### src/hw/icache_pf_pkg.sv
// Instruction cache prefetch front end shared geometry and request types
package icache_pf_pkg;

  // ==============================
  // Line geometry
  // ==============================
  localparam int ADDR_W     = 32;                    // Byte address width
  localparam int LINE_BYTES = 16;                    // Bytes per cache line
  localparam int OFFSET_W   = $clog2(LINE_BYTES);    // Byte offset inside a line
  localparam int NUM_SETS   = 16;                    // Direct-mapped sets
  localparam int INDEX_W    = $clog2(NUM_SETS);      // Set index bits
  localparam int LINE_W     = ADDR_W - OFFSET_W;     // Line number width, 28
  localparam int TAG_W      = LINE_W - INDEX_W;      // Tag above the index, 24

  // Line number, byte address without offset bits
  typedef logic [LINE_W-1:0] line_addr_t;

  // ==============================
  // Request types
  // ==============================

  // Fill request from either source into the arbiter
  // Demand side from the tag store, prefetch side from the prefetcher
  typedef struct packed {
    logic       valid;  // Request level, held until acknowledged
    line_addr_t line;   // Line to fetch
  } fill_req_t;

  // Request as seen by the memory port
  typedef struct packed {
    line_addr_t line;         // Line to fetch
    logic       is_prefetch;  // Set when the prefetch side won
  } mem_req_t;

endpackage

### src/hw/fill_arbiter.sv
// Fill arbiter: demand over prefetch onto one memory port, tracks the outstanding fill
`timescale 1ns/1ps

module fill_arbiter
  import icache_pf_pkg::*;
(
  input  logic       clk_i,
  input  logic       rst_ni,
  input  fill_req_t  demand_req_i,     // From the tag store
  input  fill_req_t  prefetch_req_i,   // From the prefetcher
  input  logic       mem_busy_i,       // Memory working
  input  logic       mem_fill_done_i,  // Fill complete pulse
  output logic       demand_ack_o,     // Demand issued this cycle
  output logic       prefetch_ack_o,   // Prefetch issued this cycle
  output logic       cache_busy_o,     // Hold-off toward the prefetcher
  output logic       mem_req_o,        // Request pulse
  output mem_req_t   mem_req_data_o,   // Line and source of the request
  output logic       fill_o,           // Install pulse toward the tag store
  output line_addr_t fill_line_o       // Line to install
);

  // ==============================
  // Grant logic
  // ==============================
  logic       can_issue;
  logic       demand_grant;
  logic       prefetch_grant;
  logic       out_vld_q;      // One fill in flight
  line_addr_t out_line_q;     // Line of the fill in flight

  // Port free only with memory idle and nothing outstanding
  assign can_issue = !mem_busy_i && !out_vld_q;

  // Demand always first
  assign demand_grant   = can_issue && demand_req_i.valid;
  assign prefetch_grant = can_issue && prefetch_req_i.valid && !demand_req_i.valid;

  assign demand_ack_o   = demand_grant;
  assign prefetch_ack_o = prefetch_grant;
  assign mem_req_o      = demand_grant || prefetch_grant;

  // Mux follows the same priority as the grant
  always_comb begin
    if (demand_req_i.valid) begin
      mem_req_data_o.line        = demand_req_i.line;
      mem_req_data_o.is_prefetch = 1'b0;
    end else begin
      mem_req_data_o.line        = prefetch_req_i.line;
      mem_req_data_o.is_prefetch = 1'b1;
    end
  end

  // Demand still waiting, or memory occupied
  assign cache_busy_o = (demand_req_i.valid && !demand_grant) || mem_busy_i;

  // ==============================
  // Outstanding fill
  // ==============================

  // Done with nothing outstanding is ignored
  assign fill_o      = mem_fill_done_i && out_vld_q;
  assign fill_line_o = out_line_q;

  always_ff @(posedge clk_i or negedge rst_ni) begin
    if (!rst_ni) begin
      out_vld_q <= 1'b0;
    end else if (mem_req_o) begin
      out_vld_q <= 1'b1;       // Cannot coincide with done, port was free
    end else if (mem_fill_done_i) begin
      out_vld_q <= 1'b0;
    end
  end

  always_ff @(posedge clk_i) begin
    if (mem_req_o) begin
      out_line_q <= mem_req_data_o.line;
    end
  end

endmodule

### src/hw/icache_pf_top.sv
// Instruction cache front end top: tag store, next-line prefetcher and fill arbiter
`timescale 1ns/1ps

module icache_pf_top
  import icache_pf_pkg::*;
(
  input  logic              clk_i,
  input  logic              rst_ni,
  input  logic              flush_i,
  input  logic              lookup_i,
  input  logic [ADDR_W-1:0] lookup_addr_i,
  input  logic              mem_busy_i,
  input  logic              mem_fill_done_i,
  output logic              hit_o,
  output logic              miss_o,
  output logic              mem_req_o,
  output mem_req_t          mem_req_data_o
);

  // ==============================
  // Internal nets
  // ==============================
  fill_req_t  demand_req;      // Tag store to arbiter
  fill_req_t  prefetch_req;    // Prefetcher to arbiter
  logic       demand_ack;
  logic       prefetch_ack;
  logic       cache_busy;      // Arbiter to prefetcher
  logic       fill;            // Install pulse
  line_addr_t fill_line;
  line_addr_t miss_line;       // Tag store to prefetcher
  logic       prefetch_valid;  // Prefetch level, watched by bound checks

  assign prefetch_valid = prefetch_req.valid;

  // ==============================
  // Blocks
  // ==============================
  line_tag_store i_line_tag_store (
    .clk_i         (clk_i),
    .rst_ni        (rst_ni),
    .flush_i       (flush_i),
    .lookup_i      (lookup_i),
    .lookup_addr_i (lookup_addr_i),
    .fill_i        (fill),
    .fill_line_i   (fill_line),
    .demand_ack_i  (demand_ack),
    .hit_o         (hit_o),
    .miss_o        (miss_o),
    .miss_line_o   (miss_line),
    .demand_req_o  (demand_req)
  );

  // Same miss pulse drives both the demand and the prefetch
  next_line_prefetcher i_next_line_prefetcher (
    .clk_i          (clk_i),
    .rst_ni         (rst_ni),
    .flush_i        (flush_i),
    .cache_miss_i   (miss_o),
    .miss_addr_i    (miss_line),
    .prefetch_ack_i (prefetch_ack),
    .cache_busy_i   (cache_busy),
    .prefetch_o     (prefetch_req)
  );

  fill_arbiter i_fill_arbiter (
    .clk_i           (clk_i),
    .rst_ni          (rst_ni),
    .demand_req_i    (demand_req),
    .prefetch_req_i  (prefetch_req),
    .mem_busy_i      (mem_busy_i),
    .mem_fill_done_i (mem_fill_done_i),
    .demand_ack_o    (demand_ack),
    .prefetch_ack_o  (prefetch_ack),
    .cache_busy_o    (cache_busy),
    .mem_req_o       (mem_req_o),
    .mem_req_data_o  (mem_req_data_o),
    .fill_o          (fill),
    .fill_line_o     (fill_line)
  );

endmodule

### src/hw/line_tag_store.sv
// Direct-mapped line tag store with registered hit/miss lookup and fill install
`timescale 1ns/1ps

module line_tag_store
  import icache_pf_pkg::*;
(
  input  logic              clk_i,
  input  logic              rst_ni,
  input  logic              flush_i,        // Invalidate all sets
  input  logic              lookup_i,       // Lookup strobe
  input  logic [ADDR_W-1:0] lookup_addr_i,  // Byte address to look up
  input  logic              fill_i,         // Install pulse from the arbiter
  input  line_addr_t        fill_line_i,    // Line being installed
  input  logic              demand_ack_i,   // Demand accepted by the arbiter
  output logic              hit_o,          // One cycle after lookup
  output logic              miss_o,         // One cycle after lookup
  output line_addr_t        miss_line_o,    // Line of the last lookup
  output fill_req_t         demand_req_o    // Demand fill, level until ack
);

  // ==============================
  // Storage
  // ==============================
  logic [TAG_W-1:0]    tag_q [NUM_SETS];
  logic [NUM_SETS-1:0] valid_q;

  // Lookup side split
  line_addr_t         lookup_line;
  logic [INDEX_W-1:0] lookup_idx;
  logic [TAG_W-1:0]   lookup_tag;
  logic               lookup_hit;
  logic               lookup_ok;     // Lookup not swallowed by flush

  // Fill side split
  logic [INDEX_W-1:0] fill_idx;
  logic [TAG_W-1:0]   fill_tag;

  logic               demand_vld_q;
  line_addr_t         demand_line_q;
  logic               demand_load;

  assign lookup_line = lookup_addr_i[ADDR_W-1:OFFSET_W];
  assign lookup_idx  = lookup_line[INDEX_W-1:0];
  assign lookup_tag  = lookup_line[LINE_W-1:INDEX_W];
  assign lookup_hit  = valid_q[lookup_idx] && (tag_q[lookup_idx] == lookup_tag);
  assign lookup_ok   = lookup_i && !flush_i;

  assign fill_idx = fill_line_i[INDEX_W-1:0];
  assign fill_tag = fill_line_i[LINE_W-1:INDEX_W];

  // New demand only once the slot is free or drained this cycle
  assign demand_load = lookup_ok && !lookup_hit && (!demand_vld_q || demand_ack_i);

  assign demand_req_o.valid = demand_vld_q;
  assign demand_req_o.line  = demand_line_q;

  // ==============================
  // Tag and valid arrays
  // ==============================
  always_ff @(posedge clk_i) begin
    if (fill_i) begin
      tag_q[fill_idx] <= fill_tag;
    end
  end

  always_ff @(posedge clk_i or negedge rst_ni) begin
    if (!rst_ni) begin
      valid_q <= '0;
    end else if (flush_i) begin
      valid_q <= '0;                 // Flush wins over a same-cycle install
    end else if (fill_i) begin
      valid_q[fill_idx] <= 1'b1;
    end
  end

  // ==============================
  // Lookup result and demand
  // ==============================
  always_ff @(posedge clk_i or negedge rst_ni) begin
    if (!rst_ni) begin
      hit_o        <= 1'b0;
      miss_o       <= 1'b0;
      demand_vld_q <= 1'b0;
    end else begin
      hit_o  <= lookup_ok && lookup_hit;
      miss_o <= lookup_ok && !lookup_hit;
      if (flush_i) begin
        demand_vld_q <= 1'b0;
      end else if (demand_load) begin
        demand_vld_q <= 1'b1;
      end else if (demand_ack_i) begin
        demand_vld_q <= 1'b0;
      end
    end
  end

  // Line payloads
  always_ff @(posedge clk_i) begin
    if (lookup_ok) begin
      miss_line_o <= lookup_line;
    end
    if (demand_load) begin
      demand_line_q <= lookup_line;
    end
  end

endmodule

### src/hw/next_line_prefetcher.sv
// Next-line prefetcher: turns a new cache miss into a request for the following line
`timescale 1ns/1ps

module next_line_prefetcher
  import icache_pf_pkg::*;
(
  input  logic       clk_i,
  input  logic       rst_ni,
  input  logic       flush_i,         // Cancels any pending prefetch
  input  logic       cache_miss_i,    // Miss pulse from the tag store
  input  line_addr_t miss_addr_i,     // Line that missed
  input  logic       prefetch_ack_i,  // Arbiter took the request
  input  logic       cache_busy_i,    // Demand waiting or memory working
  output fill_req_t  prefetch_o       // Prefetch request toward the arbiter
);

  // ==============================
  // State machine
  // ==============================
  typedef enum logic [1:0] {
    IDLE,      // No prefetch outstanding
    PENDING,   // Request offered to the arbiter
    WAIT_ACK   // Held back while the cache is busy
  } state_e;

  state_e state_q, state_d;

  // ==============================
  // Registers
  // ==============================
  line_addr_t pf_line_q;      // Line to be prefetched
  line_addr_t last_miss_q;    // Most recent miss that started a prefetch
  logic       last_vld_q;     // last_miss_q holds a real line

  logic       is_new_miss;
  logic       start_pf;
  line_addr_t next_line;

  // Following aligned line, wraps at the top of the space
  assign next_line = miss_addr_i + line_addr_t'(1);

  // Same line twice in a row gives no second prefetch
  assign is_new_miss = !last_vld_q || (miss_addr_i != last_miss_q);

  // Capture only from idle and only while the cache can take it
  assign start_pf = cache_miss_i && is_new_miss && !cache_busy_i &&
                    (state_q == IDLE) && !flush_i;

  // Request is live in both non-idle states
  assign prefetch_o.valid = (state_q == PENDING) || (state_q == WAIT_ACK);
  assign prefetch_o.line  = pf_line_q;

  // ==============================
  // Next state
  // ==============================
  always_comb begin
    state_d = state_q;
    unique case (state_q)
      IDLE: begin
        if (start_pf) begin
          state_d = PENDING;
        end
      end
      PENDING: begin
        if (flush_i) begin
          state_d = IDLE;
        end else if (prefetch_ack_i) begin
          state_d = IDLE;      // Arbiter issued it
        end else if (cache_busy_i) begin
          state_d = WAIT_ACK;  // Back off until the cache frees
        end
      end
      WAIT_ACK: begin
        if (flush_i || prefetch_ack_i) begin
          state_d = IDLE;
        end else if (!cache_busy_i) begin
          state_d = PENDING;   // Offer again
        end
      end
      default: begin
        state_d = IDLE;
      end
    endcase
  end

  // ==============================
  // Sequential logic
  // ==============================
  always_ff @(posedge clk_i or negedge rst_ni) begin
    if (!rst_ni) begin
      state_q    <= IDLE;
      last_vld_q <= 1'b0;
    end else begin
      state_q <= state_d;  // Flush handled in next state
      if (start_pf) begin
        last_vld_q <= 1'b1;
      end
    end
  end

  // Line payload, kept across flush
  always_ff @(posedge clk_i) begin
    if (start_pf) begin
      pf_line_q   <= next_line;
      last_miss_q <= miss_addr_i;
    end
  end

endmodule

### config.mk
export PLATFORM = sky130hd
export DESIGN_NAME = icache_pf_top
export DESIGN_NICKNAME = d
export VERILOG_FILES = /design/src/hw/icache_pf_pkg.sv /design/src/hw/fill_arbiter.sv /design/src/hw/icache_pf_top.sv /design/src/hw/line_tag_store.sv /design/src/hw/next_line_prefetcher.sv
export SDC_FILE = /design/constraint.sdc
export NUM_CORES = 1
export LEC_CHECK = 0
export BUFFER_PORTS_ARGS = -buffer_cell sky130_fd_sc_hd__buf_2
export CORE_ASPECT_RATIO = 0.6
export CORE_MARGIN = 1
export CORE_UTILIZATION = 50
export CTS_BUF_LIST = sky130_fd_sc_hd__clkbuf_8 sky130_fd_sc_hd__clkbuf_16
export DETAILED_ROUTE_END_ITERATION = 7
export PLACE_DENSITY_LB_ADDON = 0.05
export SLEW_MARGIN = 20
export SYNTH_ARGS = -nofsm -noshare
export SYNTH_HDL_FRONTEND = slang
export SYNTH_SLANG_ARGS = --single-unit
export TNS_END_PERCENT = 30
### constraint.sdc
create_clock -name clk_i -period 6.3 [get_ports clk_i]
set_clock_uncertainty 0.15 [all_clocks]
set_input_delay 1.26 -clock clk_i [delete_from_list [all_inputs] [get_ports clk_i]]
set_output_delay 1.26 -clock clk_i [all_outputs]
set_load 0.02 [all_outputs]
==> impl_metrics.tcl <==
set metrics [dict create \
    synth_cell_types 53 \
    cts.sink_count 547 \
    cts_made_buffers 50 \
    ios 70 \
    cpPeakStageDelay_ns 0.64 \
    root_buffer "clkbuf_16" \
    critPathSlowestCell "buf_4" \
    rows 58 \
    drcViolationCount 0 \
    synth-async-reset-ratio_pct 4.20 \
    nNetsFinal 1205 \
    intPower_mw 6.08 \
    wl_um 51900 \
    synth_commonest_cells "edfxtp_1, mux4_2, xnor2_1, nor2_1, mux2i_1" \
    cts_hold_buf 0 \
    io_buffers 65 \
    syn_avg_cell_area_um2 20.5 \
    grt_first_pass_wirelength_um 74100 \
    dieHeight_um 163 \
    cts_setup_buffers 0 \
    postRouteAntennaNets 0 \
    synth_adder_area_share_pct 0.291 \
    fin_crit_sh_pct 72.5 \
    syn_to_final_growth_pct 12.9 \
    track_usage_pct 24.2 \
    grt_max_degree 48 \
    hold_class "reg2reg" \
    critical_path.most_common_cell "buf_4" \
    r2r_end "i_next_line_prefetcher.pf_line_q[27]$_DFFE_PP_" \
    p_seq_share_pct 56.7 \
    min_to "i_next_line_prefetcher.last_vld_q$_DFFE_PN0P_" \
    rsz0062_at_grt "false" \
    arrival_ns 4.64 \
    synth_cells 1048 \
    drt_iter0_drc 1209 \
    cap_violations 0 \
    antenna_found_initial 1 \
    die_area_um2 43900 \
    synth_top_area_share_pct 73.2 \
    core-area_um2 42200 \
    power_density_nw_per_um2 329 \
    start_util_pct 51.0 \
    yosys.area_share.simple_pct 3.15 \
    multiInputGateArea_um2 5080 \
    pwr-share-comb_pct 8.1 \
    use_met3_pct 4.11 \
    die_x_um 270 \
    status "complete, no violations" \
    cp-start-kind "primary input" \
    grt_pass1_vias 10200 \
    globalRouteMet2Util_pct 35.6 \
    pwr-share-clk_pct 35.1 \
    ys_warn_count 0 \
    crit_fanout 46 \
    first_pass_iters 5 \
    path_cells "buf_4, buf_4, mux4_2, mux2i_1, xnor2_1, nor3_1, a31oi_1, nor3_1, a211oi_4, buf_4" \
    ctsResizeCount 0 \
    htree_levels 2 \
    fmax_mhz 219 \
    fillers 3160 \
    min-delay-start "i_next_line_prefetcher.last_vld_q$_DFFE_PN0P_" \
    grt.busiest_layer "met1" \
    drive_gt1_share_pct 26.6 \
    synth_mux_area_share_pct 14.6 \
    synth_edf_count 524 \
    ys.flop_type "edfxtp_1" \
    synth-compound-area-share_pct 1.43 \
    holdPathStages 1 \
    slew_violations 0 \
    power_switching_mw 1.91 \
    ys_ff_latch 547 \
    worstMarginPinSlew_ns 0.946 \
    slew_headroom_pct 36.4 \
    fin_area_um2 24300 \
    cts_max_path_buffers 3 \
    synth.most_common_cell "edfxtp_1" \
    post-synth-top-area-cell "edfxtp_1" \
    clk_latency_ns 0.58 \
    setup_viol_count_final 0 \
    num_vias 10500 \
    peakVddDrop_mv 0.211 \
    power.leakage_nw 7.99 \
    dpl_cell_area_um2 22800 \
    cp-end-kind "register" \
    swShare_pct 23.9 \
    hold_viol 0 \
    synth_xor_area_share_pct 3.50 \
    synth_top_family_by_area "multiplexers" \
    cts_tree "yes" \
    seq_area_frac_synth_pct 75.8 \
    ys_top_cells_by_area "edfxtp_1, mux4_2, xnor2_1" \
    syn_area_um2 21500 \
    rrSetupSlack_ns 2.84 \
    n_antenna_cell 0 \
    gr-usage-met1_pct 38.1 \
    routedWlPerCell_um 29.4 \
    viasPerCell 5.92 \
    regArea_um2 16300 \
    syn_nets 1091 \
    r2r-start "i_line_tag_store.miss_line_o[2]$_DFFE_PP_" \
    grt-ovfl-total 0 \
    totalPowerFinal_mw 7.99 \
    critPathRequiredTime_ns 6.37 \
    crit_type "in2reg" \
    clkSlewWorstSetupHoldPaths_ns 0.06 \
    hpwlAfterDp_um 31300 \
    period_needed_ns 4.57 \
    timing.setup.tns_ns 0 \
    globalplace.congestion 0.784 \
    rr_worst_depth 6 \
]
[per-stage QoR]
| stage | worst slack, ns | util [%] | hold slack, ns | std cells |
|---|---|---|---|---|
| 6_report | 1.73 | 57.6 | 0.346 | 1766 |
| 3_5_place_dp | 1.13 | 54.0 | 0.335 | 1679 |
| 2_1_floorplan | 0.502 | - | 0.274 | 1048 |
| 3_3_place_gp | 1.13 | 54.0 | 0.321 | 1678 |
| 4_1_cts | 1.69 | 57.5 | 0.352 | 1765 |
| 5_1_grt | 1.43 | 57.6 | 0.376 | 1766 |
[cell type report]
class                      count  area share (%)
clock buffer                  53            5.37
inverter                      10           0.155
clock inverter                33           0.696
tap                          570            2.94
multi-input combinational    452            20.9
sequential                   547            67.2
timing repair buffer         101            2.77
[cell families after synthesis]
group / Yosys count
compound gates: 41
xor+xnor: 86
fa+ha+maj: 5
buf+inv: 49
flops: 547
mux: 182
simple gates: 138
[placed cells by master (no fill, tap or decap), types with 5 or more instances in the layout]
master	synthesis	routed
edfxtp_1	524	524
mux4_2	97	97
xnor2_1	67	67
buf_2	16	62
clkbuf_16	0	51
mux2i_1	49	49
nor2_1	57	45
buf_4	5	34
mux2_2	32	32
dfrtp_1	23	23
inv_1	9	20
xor2_1	19	19
nand2_1	17	17
nand4_1	14	14
nor2_4	0	12
clkinv_1	0	12
nand3_1	11	11
nor2b_1	8	8
a21oi_1	8	7
clkinv_2	0	7
nor3_1	9	5
a22o_1	5	5
ha_1	5	5
[critical path: cells and delay by family]
family	cells	cell delay [ns]
buffers and inverters	3	1.47
AOI/OAI and AO/OA	2	0.76
muxes	2	0.55
and+or+nand+nor	2	0.31
xor gates and xnor gates	1	0.16
[worst max-delay path by stage]
| stage | slack, ns | endpoint | from |
|---|---|---|---|
| floorplan | 0.50 | i_line_tag_store.demand_line_q[0]$_DFFE_PP_ | lookup_addr_i[6] |
| CTS | 1.69 | i_line_tag_store.demand_line_q[18]$_DFFE_PP_ | lookup_addr_i[4] |
| global placement | 1.13 | i_line_tag_store.demand_line_q[20]$_DFFE_PP_ | lookup_addr_i[5] |
| detailed placement | 1.13 | i_line_tag_store.demand_line_q[14]$_DFFE_PP_ | lookup_addr_i[5] |
| global route | 1.43 | i_line_tag_store.demand_line_q[11]$_DFFE_PP_ | lookup_addr_i[4] |
| finish | 1.73 | i_line_tag_store.demand_line_q[18]$_DFFE_PP_ | lookup_addr_i[5] |
[state kept, by name, summed over array words and instances, names as in the netlist]
register and cells:
i_fill_arbiter.fill_line_o 28, i_fill_arbiter.out_vld_q 1, i_line_tag_store.demand_line_q 28, i_line_tag_store.demand_vld_q 1, i_line_tag_store.hit_o 1, i_line_tag_store.miss_line_o 28
i_line_tag_store.miss_o 1, i_line_tag_store.tag_q 384, i_line_tag_store.valid_q 16, i_next_line_prefetcher.last_miss_q 28, i_next_line_prefetcher.last_vld_q 1, i_next_line_prefetcher.pf_line_q 28
i_next_line_prefetcher.state_q 2
[power groups by stage]
stage          clock (mW)  combinational, mW  sequential (mW)
2_1_floorplan           0              0.386             4.52
3_3_place_gp            0              0.648             4.60
3_5_place_dp            0              0.652             4.61
4_1_cts              2.86              0.656             4.53
5_1_grt              2.99              0.691             4.56
6_report             2.81              0.650             4.53
[layer usage]
layer / up-vias / wire, µm
met5: - / 0
met4: 0 / 817
met3: 61 / 3660
met2: 384 / 23200
met1: 5553 / 24200
li1: 4457 / -
No activity file was read; power rests on OpenSTA's default activity.
